[src/isaPkg.sv]
package isaPkg;

	localparam int BIOS_WORDS = 37; // boot image size in words

	localparam logic [1:0] RESP_OKAY = 2'b00; // axi write accepted
	localparam logic [1:0] RESP_SLVERR = 2'b10; // outside program window

	// opcode map of the teaching cpu
	typedef enum logic [5:0] {
		opAdd = 6'b000000, opAddi = 6'b000001, opSub = 6'b000010, opSubi = 6'b000011,
		opMult = 6'b000100, opMulti = 6'b000101, opDiv = 6'b000110, opDivi = 6'b000111,
		opRdiv = 6'b001000, // remainder
		opJ = 6'b010001, opJumpR = 6'b010010, opJal = 6'b010011, // jumps
		opBeq = 6'b010100, opBne = 6'b010101, opBlt = 6'b010110, // branches
		opLw = 6'b010111, opSw = 6'b011000, // data memory
		opMov = 6'b011001, opMovi = 6'b011010, opMfhi = 6'b011011, opMflo = 6'b011100,
		opIn = 6'b011101, opOut = 6'b011110, // console io
		opScpc = 6'b100001, opScrg = 6'b100010, // context save
		opCproc = 6'b100011, opEncBios = 6'b100100, opLed = 6'b100101, opSpc = 6'b100110,
		opEnd = 6'b111111 // program finished
	} opcodeT;

	typedef struct packed {
		opcodeT opcode; // 31:26
		logic [4:0] rd; // 25:21
		logic [4:0] rs; // 20:16
		logic [4:0] rt; // 15:11
		logic [10:0] imm; // 10:0
	} rFormatT;

	typedef struct packed {
		opcodeT opcode; // 31:26
		logic [25:0] target; // jump target word index
	} jFormatT;

	// same word, register view or jump view
	typedef union packed {
		rFormatT r;
		jFormatT j;
	} instrWordT;

	typedef struct packed {
		logic awvalid;
		logic [31:0] awaddr; // byte address
		logic wvalid;
		logic [31:0] wdata;
		logic [3:0] wstrb; // one bit per byte lane
		logic bready;
	} axiWrReqT;

	typedef struct packed {
		logic awready;
		logic wready;
		logic bvalid;
		logic [1:0] bresp;
	} axiWrRspT;

	// bios: clear r0..r29, r30=1, r31=11, then loop over the process status table
	function automatic instrWordT biosWord(input logic [31:0] idx);
		instrWordT w;
		w = '0; // unused fields stay zero
		if (idx == 32'd0) begin
			w.j = '{opCproc, 26'd0}; // run as os process
		end else if (idx <= 32'd30) begin
			w.r.opcode = opMovi; // movi r(n-1), 0
			w.r.rd = 5'(idx - 32'd1);
		end else begin
			case (idx)
				32'd31: w.r = '{opMovi, 5'd30, 5'd0, 5'd0, 11'd1}; // r30 = 1
				32'd32: w.r = '{opMovi, 5'd31, 5'd30, 5'd30, 11'd11}; // loop bound
				32'd33: w.r = '{opSw, 5'd0, 5'd30, 5'd0, 11'd1}; // clear status slot
				32'd34: w.r = '{opAddi, 5'd30, 5'd30, 5'd30, 11'd1}; // next slot
				32'd35: w.r = '{opBeq, 5'd0, 5'd30, 5'd31, 11'd2}; // leave when done
				32'd36: w.j = '{opJ, 26'd33}; // back to sw
				default: w = '0; // beyond the image
			endcase
		end
		return w;
	endfunction

endpackage

[src/bootRom.sv]
`timescale 1ns/100ps

module bootRom (
	input logic clock,
	input logic [31:0] pc, // word index
	output isaPkg::instrWordT romWord
);

	logic inBios; // pc inside boot image
	isaPkg::instrWordT romNext; // word for the current pc
	isaPkg::instrWordT romAtNeg; // mid-cycle copy for the edge check

	assign inBios = pc < 32'(isaPkg::BIOS_WORDS);

	always_comb begin
		if (inBios) begin
			romNext = isaPkg::biosWord(pc); // constant table, folds to logic
		end else begin
			romNext = '0; // outside rom reads as zero
		end
	end

	always_ff @(posedge clock) begin
		romWord <= romNext; // registered read, one cycle after pc
	end

	always_ff @(negedge clock) begin
		romAtNeg <= romWord; // sample in the low phase
	end

	// pc moves on the falling edge, so a combinational path would show up here
	romOnEdgeOnly: assert property (@(posedge clock)
		!$isunknown(romAtNeg) |-> romWord == romAtNeg)
		else $error("romWord changed between clock edges");

endmodule

[config.mk]
export PLATFORM = sky130hd
export DESIGN_NAME = bootRom
export DESIGN_NICKNAME = d
export VERILOG_FILES = /design/src/isaPkg.sv /design/src/bootRom.sv
export SDC_FILE = /design/constraint.sdc
export NUM_CORES = 1
export LEC_CHECK = 0
export BUFFER_PORTS_ARGS = -buffer_cell sky130_fd_sc_hd__buf_4
export CAP_MARGIN = 20
export CORE_UTILIZATION = 42
export DETAILED_ROUTE_END_ITERATION = 12
export GPL_ROUTABILITY_DRIVEN = 0
export GPL_TIMING_DRIVEN = 0
export MAX_ROUTING_LAYER = met4
export PLACE_DENSITY = 0.84
export REMOVE_ABC_BUFFERS = 1
export SLEW_MARGIN = 20
export SYNTH_ARGS = -nofsm -noshare
export SYNTH_HDL_FRONTEND = slang
export SYNTH_SLANG_ARGS = --single-unit
export TNS_END_PERCENT = 50
[constraint.sdc]
create_clock -name clock -period 1.9 [get_ports clock]
set_clock_uncertainty 0.1 [all_clocks]
set_input_delay 0.19 -clock clock [delete_from_list [all_inputs] [get_ports clock]]
set_output_delay 0.19 -clock clock [all_outputs]
set_load 0.1 [all_outputs]
==> flow_metrics.py <==
metrics = {
    "clock_tree": {
        "cts-root-buf": "sky130_fd_sc_hd__clkbuf_4",
        "ctsHoldBuffers": 0,
        "tritoncts": "done",
        "cts_resized": 0,
        "clk_path_buf_depth": 2,
        "cts_post_setup_buffers_inserted": 0,
        "clkSinkCount": 17,
        "worst_setup_hold_path_clk_slew_ns": 0.08,
        "h-tree-depth": 1,
        "numCtsBuffers": 3,
    },
    "critical_path": {
        "path_max_fanout": 8,
        "startpoint": "pc[0]",
        "worst_ep_required_time_ns": 2.01,
        "crit_path_top_delay_cell": "sky130_fd_sc_hd__o31ai_1",
        "crit_path_start_kind": "input pin",
        "critical_path.cell_chain": "buf_4, inv_1, ha_1, nor2b_1, o31ai_1, nand4bb_2, nor3_2",
        "type_of_destination_of_the_critical_path": "register",
        "critPathTopFamily": "simple AND/OR/NAND/NOR gates",
        "worstSetupPathType": "in -> reg",
        "worstPathArrival_ns": 1.77,
        "critPathMaxStageDelay_ns": 0.42,
        "crit_buf_inv": 2,
    },
    "global_route": {
        "wire_length_of_the_first_global_routing_pass_um": 3680,
        "grt_start_max_net_pins": 14,
        "grt_pass1_vias": 869,
        "antenna_found_initial": 0,
        "globalRouteTotalUtil": 0.186,
        "overflow_left_after_global_routing": 0,
    },
    "hold_path": {
        "worstHoldPathType": "in -> reg",
        "timing.hold.worst.start": "pc[5]",
    },
    "yosys": {
        "async_flop_share": 0,
        "ys.warnings.count": 0,
        "synth_largest_area_cell": "sky130_fd_sc_hd__dfxtp_1",
        "synthDominantCellAreaShare": 0.317,
        "ys_seq_area_frac": 0.317,
        "syn-instance-count": 124,
        "synth_seq_cells": 17,
        "synth_edf_count": 0,
        "mappedNetlistArea_mm2": 0.00107,
        "ys_dominant_reg_cell": "sky130_fd_sc_hd__dfxtp_1",
        "synth.top_cells.by_count": "17 x sky130_fd_sc_hd__buf_4, 17 x sky130_fd_sc_hd__dfxtp_1, 10 x sky130_fd_sc_hd__nor2_1",
        "syn_avg_cell_area_um2": 8.65,
        "synth_area_leaders": "sky130_fd_sc_hd__dfxtp_1 32%, sky130_fd_sc_hd__buf_4 12%, sky130_fd_sc_hd__ha_1 5.8%",
        "synth.distinct_cells": 36,
    },
    "sta": {
        "setup_violations": 0,
        "timing.final.crit_share": 0.876,
        "final_hold_viol_count": 0,
        "rsz0062_at_grt": "no",
        "finalWorstPathRequiredPeriod_ns": 1.66,
        "drv_slew": 0,
        "achievable-frequency_mhz": 601,
    },
    "cells_and_area": {
        "fin_nets": 207,
        "n_antenna_cell": 0,
        "layout_area_growth_over_synthesis_pct": 33.5,
        "final_layout_size_suffix_gt1_frac": 0.435,
        "largest_reg_flops": 17,
        "largest_registers": "romWord (17)",
        "largest_register": "romWord",
        "non_filler_instance_count_after_layout": 196,
    },
    "die": {
        "initial_standard_cell_utilization_of_the_core": 0.462,
        "core_area_mm2": 0.00232,
        "boundaryPins": 65,
        "die-area_mm2": 0.00276,
        "chipHeight_um": 52.5,
        "placementRows": 17,
        "die_width_um": 52.5,
    },
    "drt": {
        "detail_route.wirelength_um": 2430,
        "post-route-drc-count": 0,
        "number_of_drc_markers_in_iteration_0": 35,
        "drt-pass1-iter-count": 4,
        "antenna_violating_nets_post_route": 0,
        "drt-wirelength-per-cell_um": 12.4,
        "dr_total_vias": 1048,
        "via_per_inst": 5.35,
    },
    "power": {
        "vdd_ir_drop_max_mv": 0.403,
        "design_power_uw": 740,
        "cellLeakagePower_nw": 0.622,
        "power.density_cell_area_mw_per_mm2": 517,
    },
    "placed_design": {
        "dp_hpwl_um": 1980,
        "placed_cells_incl_taps": 192,
        "place.port_buffers": 56,
    },
    "run_status": {
        "run_status": "finished, final reports clean",
    },
    "run": {
        "reported_max_cap_violation_count": 0,
    },
}
cell usage in the layout, fill, tap and decap left out, drive strengths merged, types with 4 or more instances in the layout:
cell     n
ha       5
buf     56
nor4     9
a21oi    4
nand2    5
dfxtp   17
nor3    14
inv      5
nor2    11
nand3    4
conb     8
clkbuf   4
area by class of cell:
class,instances,area (um2)
fillers,209,887
multi-input cells,86,591
repair buffers,56,420
flip-flops and latches,17,340
well taps,28,35.0
clock buffers,4,26.3
inverters,5,18.8
worst paths after layout:
check                      to  slack, ns  cells past startpoint
setup / recovery  romWord[25]       0.24                      7
hold / removal    romWord[31]       0.07                      2
kinds of logic after synthesis:
| family | synth area share |
|---|---|
| AND/OR/NAND/NOR | 0.323 |
| buffers and inverters | 0.161 |
| flip-flops | 0.317 |
| AO/OA/AOI/OAI | 0.120 |
| adder cells (fa/ha/maj) | 0.0583 |
| XOR/XNOR | 0.0163 |
| other | 0.00350 |
power by group:
part	switching [mW]	internal (mW)
combinational	0.138	0.0691
sequential	0.000000000383	0.356
clock	0.0955	0.0815
routing by layer:
| metal | up-vias | wire, um | GRT usage |
|---|---|---|---|
| met1 | 474 | 937 | 0.208 |
| met5 | - | 0 | - |
| met4 | 0 | 40 | 0.0921 |
| li1 | 501 | - | - |
| met2 | 68 | 1260 | 0.312 |
| met3 | 5 | 194 | 0.0377 |
metrics by stage:
step / cell area (um2) / hold slack [ns] / setup WS (ns) / utilization / TNS (ns)
2_1_floorplan: 945 / 0.168 / -1.23 / - / -9.85
3_3_place_gp: 1400 / 0.359 / -0.0488 / 0.604 / -0.290
3_5_place_dp: 1400 / 0.359 / -0.105 / 0.604 / -0.566
4_1_cts: 1430 / 0.0593 / 0.181 / 0.615 / 0
5_1_grt: 1430 / 0.0755 / 0.131 / 0.617 / 0
6_report: 1430 / 0.0718 / 0.236 / 0.617 / 0
(Power assumes the default switching activity.)
