### config.mk
export PLATFORM = sky130hd
export DESIGN_NAME = instrDecode
export DESIGN_NICKNAME = d
export VERILOG_FILES = /design/src/isaPkg.sv /design/src/instrDecode.sv
export SDC_FILE = /design/constraint.sdc
export NUM_CORES = 1
export LEC_CHECK = 0
export BUFFER_PORTS_ARGS = -buffer_cell sky130_fd_sc_hd__clkbuf_2
export CORE_AREA = 2 2 61 63
export CTS_CLUSTER_SIZE = 14
export DETAILED_ROUTE_END_ITERATION = 12
export DIE_AREA = 0 0 63 65
export PLACE_DENSITY = 0.87
export SLEW_MARGIN = 20
export SYNTH_ARGS = -nofsm -noshare
export SYNTH_HDL_FRONTEND = slang
export SYNTH_SLANG_ARGS = --single-unit
### constraint.sdc
create_clock -name clock -period 4.57 [get_ports clock]
set_clock_uncertainty 0.15 [all_clocks]
set_input_delay 0.914 -clock clock [delete_from_list [all_inputs] [get_ports clock]]
set_output_delay 0.914 -clock clock [all_outputs]
set_load 0.05 [all_outputs]
### src/isaPkg.sv
package isaPkg;

	localparam int BIOS_WORDS = 37; // boot image size in words

	localparam logic [1:0] RESP_OKAY = 2'b00; // axi write accepted
	localparam logic [1:0] RESP_SLVERR = 2'b10; // outside program window

	// opcode map of the teaching cpu
	typedef enum logic [5:0] {
		opAdd = 6'b000000, opAddi = 6'b000001, opSub = 6'b000010, opSubi = 6'b000011,
		opMult = 6'b000100, opMulti = 6'b000101, opDiv = 6'b000110, opDivi = 6'b000111,
		opRdiv = 6'b001000, // remainder
		opJ = 6'b010001, opJumpR = 6'b010010, opJal = 6'b010011, // jumps
		opBeq = 6'b010100, opBne = 6'b010101, opBlt = 6'b010110, // branches
		opLw = 6'b010111, opSw = 6'b011000, // data memory
		opMov = 6'b011001, opMovi = 6'b011010, opMfhi = 6'b011011, opMflo = 6'b011100,
		opIn = 6'b011101, opOut = 6'b011110, // console io
		opScpc = 6'b100001, opScrg = 6'b100010, // context save
		opCproc = 6'b100011, opEncBios = 6'b100100, opLed = 6'b100101, opSpc = 6'b100110,
		opEnd = 6'b111111 // program finished
	} opcodeT;

	typedef struct packed {
		opcodeT opcode; // 31:26
		logic [4:0] rd; // 25:21
		logic [4:0] rs; // 20:16
		logic [4:0] rt; // 15:11
		logic [10:0] imm; // 10:0
	} rFormatT;

	typedef struct packed {
		opcodeT opcode; // 31:26
		logic [25:0] target; // jump target word index
	} jFormatT;

	// same word, register view or jump view
	typedef union packed {
		rFormatT r;
		jFormatT j;
	} instrWordT;

	typedef struct packed {
		logic awvalid;
		logic [31:0] awaddr; // byte address
		logic wvalid;
		logic [31:0] wdata;
		logic [3:0] wstrb; // one bit per byte lane
		logic bready;
	} axiWrReqT;

	typedef struct packed {
		logic awready;
		logic wready;
		logic bvalid;
		logic [1:0] bresp;
	} axiWrRspT;

	// bios: clear r0..r29, r30=1, r31=11, then loop over the process status table
	function automatic instrWordT biosWord(input logic [31:0] idx);
		instrWordT w;
		w = '0; // unused fields stay zero
		if (idx == 32'd0) begin
			w.j = '{opCproc, 26'd0}; // run as os process
		end else if (idx <= 32'd30) begin
			w.r.opcode = opMovi; // movi r(n-1), 0
			w.r.rd = 5'(idx - 32'd1);
		end else begin
			case (idx)
				32'd31: w.r = '{opMovi, 5'd30, 5'd0, 5'd0, 11'd1}; // r30 = 1
				32'd32: w.r = '{opMovi, 5'd31, 5'd30, 5'd30, 11'd11}; // loop bound
				32'd33: w.r = '{opSw, 5'd0, 5'd30, 5'd0, 11'd1}; // clear status slot
				32'd34: w.r = '{opAddi, 5'd30, 5'd30, 5'd30, 11'd1}; // next slot
				32'd35: w.r = '{opBeq, 5'd0, 5'd30, 5'd31, 11'd2}; // leave when done
				32'd36: w.j = '{opJ, 26'd33}; // back to sw
				default: w = '0; // beyond the image
			endcase
		end
		return w;
	endfunction

endpackage

### src/instrDecode.sv
`timescale 1ns/100ps

module instrDecode #(
	parameter int PROG_WORDS = 1024
) (
	input logic clock,
	input logic rstN,
	input logic endBios, // one-cycle pulse
	input logic [31:0] pc,
	input isaPkg::instrWordT romWord,
	input isaPkg::instrWordT ramWord,
	output isaPkg::opcodeT opcode,
	output logic [4:0] rd,
	output logic [4:0] rs,
	output logic [4:0] rt,
	output logic [10:0] imm,
	output logic [25:0] target,
	output logic biosRunning,
	output logic addrFault
);

	localparam logic [31:0] LIMIT = 32'(isaPkg::BIOS_WORDS + PROG_WORDS); // first bad index

	logic wordValid; // a rom or ram word is in flight
	logic fromRam; // region of last pc
	isaPkg::instrWordT word; // selected fetch result

	// region tracking, aligned with the memories' read latency
	always_ff @(posedge clock) begin
		if (!rstN) begin
			wordValid <= 1'b0; // zero fields after reset
			fromRam <= 1'b0;
			addrFault <= 1'b0;
		end else begin
			wordValid <= pc < LIMIT;
			fromRam <= pc >= 32'(isaPkg::BIOS_WORDS);
			addrFault <= pc >= LIMIT; // past program memory
		end
	end

	always_comb begin
		if (!wordValid) begin
			word = '0; // fault or just out of reset
		end else if (fromRam) begin
			word = ramWord;
		end else begin
			word = romWord;
		end
	end

	assign opcode = word.r.opcode; // shared by both views
	assign rd = word.r.rd;
	assign rs = word.r.rs;
	assign rt = word.r.rt;
	assign imm = word.r.imm;
	assign target = word.j.target; // jump view of the same word

	always_ff @(posedge clock) begin
		if (!rstN) begin
			biosRunning <= 1'b1; // boot starts in bios
		end else if (endBios) begin
			biosRunning <= 1'b0; // sticky until reset
		end
	end

	biosOnlyFromReset: assert property (@(posedge clock)
		$rose(biosRunning) |-> $past(!rstN))
		else $error("biosRunning set again without reset");

endmodule

==> metrics.csv <==
stage;metric;value;unit
outcome;status;finished, final reports clean;
logic_synthesis;synth_flop_cell;dfxtp_1;
die;fp.dieArea;4100;sq um
die;die_h;65;um
logic_synthesis;yosysTopAreaCellShare;32.7;%
clocking;cts_hold_buffers;0;
cells_and_area;area_delta_synth_final;66.4;%
clocking;cts_root_buf;clkbuf_4;
clocking;clk_latency;0.23;ns
logic_synthesis;synth_nets;225;
worst_setup_path;crit_required;3.51;ns
worst_setup_path;cp_max_fo;32;
cells_and_area;layout_common_cells;clkbuf_2 (158), mux2i_1 (32), nor2b_1 (32), nor4_1 (4);
global_route;antenna_found_initial;0;
logic_synthesis;synth_area;978;sq um
clocking;numClockSinks;4;
drt;wl_per_cell;9.86;um
logic_synthesis;avgSynthCellArea;7.77;sq um
drt;initialDrtViolationCount;32;
cells_and_area;regArea;81.3;sq um
power;ir_drop;0.102;mV
flow_run;max_cap_violations;0;
drt;vias;1311;
die;pin_count;159;
timing;period_needed;2.93;ns
cells_and_area;fillerInstances;358;
worst_setup_path;end_kind;primary output;
cells_and_area;layout_commonest_cell;clkbuf_2;
global_route;grt_usage;13.8;%
drt;drtAntennaViolNets;0;
logic_synthesis;synth_warnings;0;
power;total_leakage_power;1.03;nW
die;die_w;63;um
logic_synthesis;synth_area_leaders;mux2i_1 (33%), nor2b_1 (20%), buf_4 (20%);
worst_setup_path;arrival;1.87;ns
logic_synthesis;synth_edf_count;0;
drt;drcViolationCount;0;
global_route;grt_pass1_vias;1160;
logic_synthesis;syn_inst;126;
clocking;post_cts_buffers;0;
clocking;clk_pin_slew;0.04;ns
global_route;grt_overflow;0;
worst_setup_path;path_cells;mux2i_1 -> nor2b_1 -> clkbuf_2;
cells_and_area;multi_input_area;666;sq um
timing;tightest_slew;0.942;ns
placed_design;dp.cells;299;
logic_synthesis;synth.largest_area_cell;mux2i_1;
timing;fin_tns_setup;0;ns
drt;first_pass_iters;4;
logic_synthesis;synth.distinct_cells;21;
cells_and_area;design_area;1630;sq um
power;p_per_area;98.0;nW/um^2
timing;fin_hold_ws;0.326;ns
timing;rsz0062_at_grt;false;
timing;relSlewSlack;37.2;%
timing;final_max_slew_viol_count;0;
timing;setup_viol;0;
worst_setup_path;max_stage_delay;0.92;ns
min_path;min_path_type;flop to flop;
cells_and_area;final_nets;355;
global_route;grt_pass1_wl;4730;um
worst_setup_path;cpMaxStageDelayCell;dfxtp_2;
worst_setup_path;crit_type;flop to primary output;
logic_synthesis;async_flop_share;0;%
logic_synthesis;ys_ff_latch;4;
timing;fin_crit_sh;64.1;%
die;core_area;3500;sq um
timing;finalHoldViolations;0;
placed_design;dp_hpwl;2630;um
clocking;cts_tree;yes;
placed_design;globalplace.congestion;0.700;
drt;vias_per_cell;4.34;
global_route;grt_max_degree;33;
placed_design;dpl_cell_area;1610;sq um
clocking;cts_buffer_depth;2;
die;initial_core_util;28.0;%
cells_and_area;drive_gt1_share;65.0;%
clocking;htree_levels;1;
timing;fmax;0.341;GHz
clocking;cts_resized;0;
cells_and_area;final_cell_count_no_fill;302;
worst_setup_path;startpoint_type;flop;
clocking;numCtsBuffers;3;
placed_design;portBuffers;158;
logic_synthesis;ys_seq_area_share;8.18;%
cells_and_area;diodes;0;
drt;wirelength;2980;um
die;fp-row-count;22;
-- layer usage --
| layer | global-route usage, % | share of wire [%] | vias to the layer above |
|---|---|---|---|
| met4 | 5.00 | 0.64 | 0 |
| li1 | - | - | 669 |
| met2 | 26.6 | 54 | 75 |
| met5 | 0 | 0 | - |
| met1 | 15.1 | 37 | 563 |
| met3 | 2.26 | 8.2 | 4 |
-- flip-flops by register name, summed over array words and instances, names as in the netlist --
signal,flops
addrFault,1
biosRunning,1
fromRam,1
wordValid,1
-- where the power goes --
group | switching (mW) | leakage, nW | internal (mW)
Sequential | 0.00714 | 0.0333 | 0.0369
Clock | 0.0145 | 0.0138 | 0.0294
Combinational | 0.0253 | 0.985 | 0.0463
-- stage by stage --
step                      setup WS, ns  util, %  power [mW]
final                             1.64     46.6       0.160
after global routing              1.44     46.6       0.174
after CTS                         1.60     46.6       0.163
after detailed placement          1.86     45.9       0.117
after global placement            1.89     45.9       0.115
after floorplan                   1.46        -      0.0714
-- critical path: cells and delay by family, from the launching register on --
family | cells | cell delay (ns)
and+or+nand+nor | 1 | 0.20
muxes | 1 | 0.17
DFF | 1 | 0.92
buffers and inverters | 1 | 0.31
-- cells in the mapped netlist, drive strengths merged, types with 2 or more instances --
master,n
nor2b,32
mux2i,32
dfxtp,4
nand2,2
nor2,2
nor4,5
clkbuf,4
buf,29
o21ai,2
inv,2
nor3,3
a21oi,2
-- cell families (layout without fill, tap and decap cells) --
| kind of cell | count (synthesis) | after routing | synth area share [%] |
|---|---|---|---|
| buf+inv | 35 | 163 | 23.8 |
| simple gates | 47 | 47 | 29.7 |
| compound gates | 8 | 8 | 5.63 |
| flops | 4 | 4 | 8.18 |
| mux | 32 | 32 | 32.7 |
-- area by class of cell --
| type | count | area share [%] |
|---|---|---|
| inverter | 2 | 0.461 |
| sequential | 4 | 5.00 |
| multi-input combinational | 87 | 40.9 |
| timing repair buffer | 158 | 48.6 |
| tap | 48 | 3.69 |
| clock buffer | 3 | 1.38 |
-- worst paths after layout --
kind	start	to	slack, ns	cells after the start
worst max-delay path	fromRam$_SDFF_PN0_	target[9]	1.64	3
worst min-delay path	biosRunning$_SDFFE_PN1P_	biosRunning$_SDFFE_PN1P_	0.33	2
worst max register to register	biosRunning$_SDFFE_PN1P_	biosRunning$_SDFFE_PN1P_	3.84	2
worst min register to register	biosRunning$_SDFFE_PN1P_	biosRunning$_SDFFE_PN1P_	0.33	2
(Power assumes the default switching activity.)
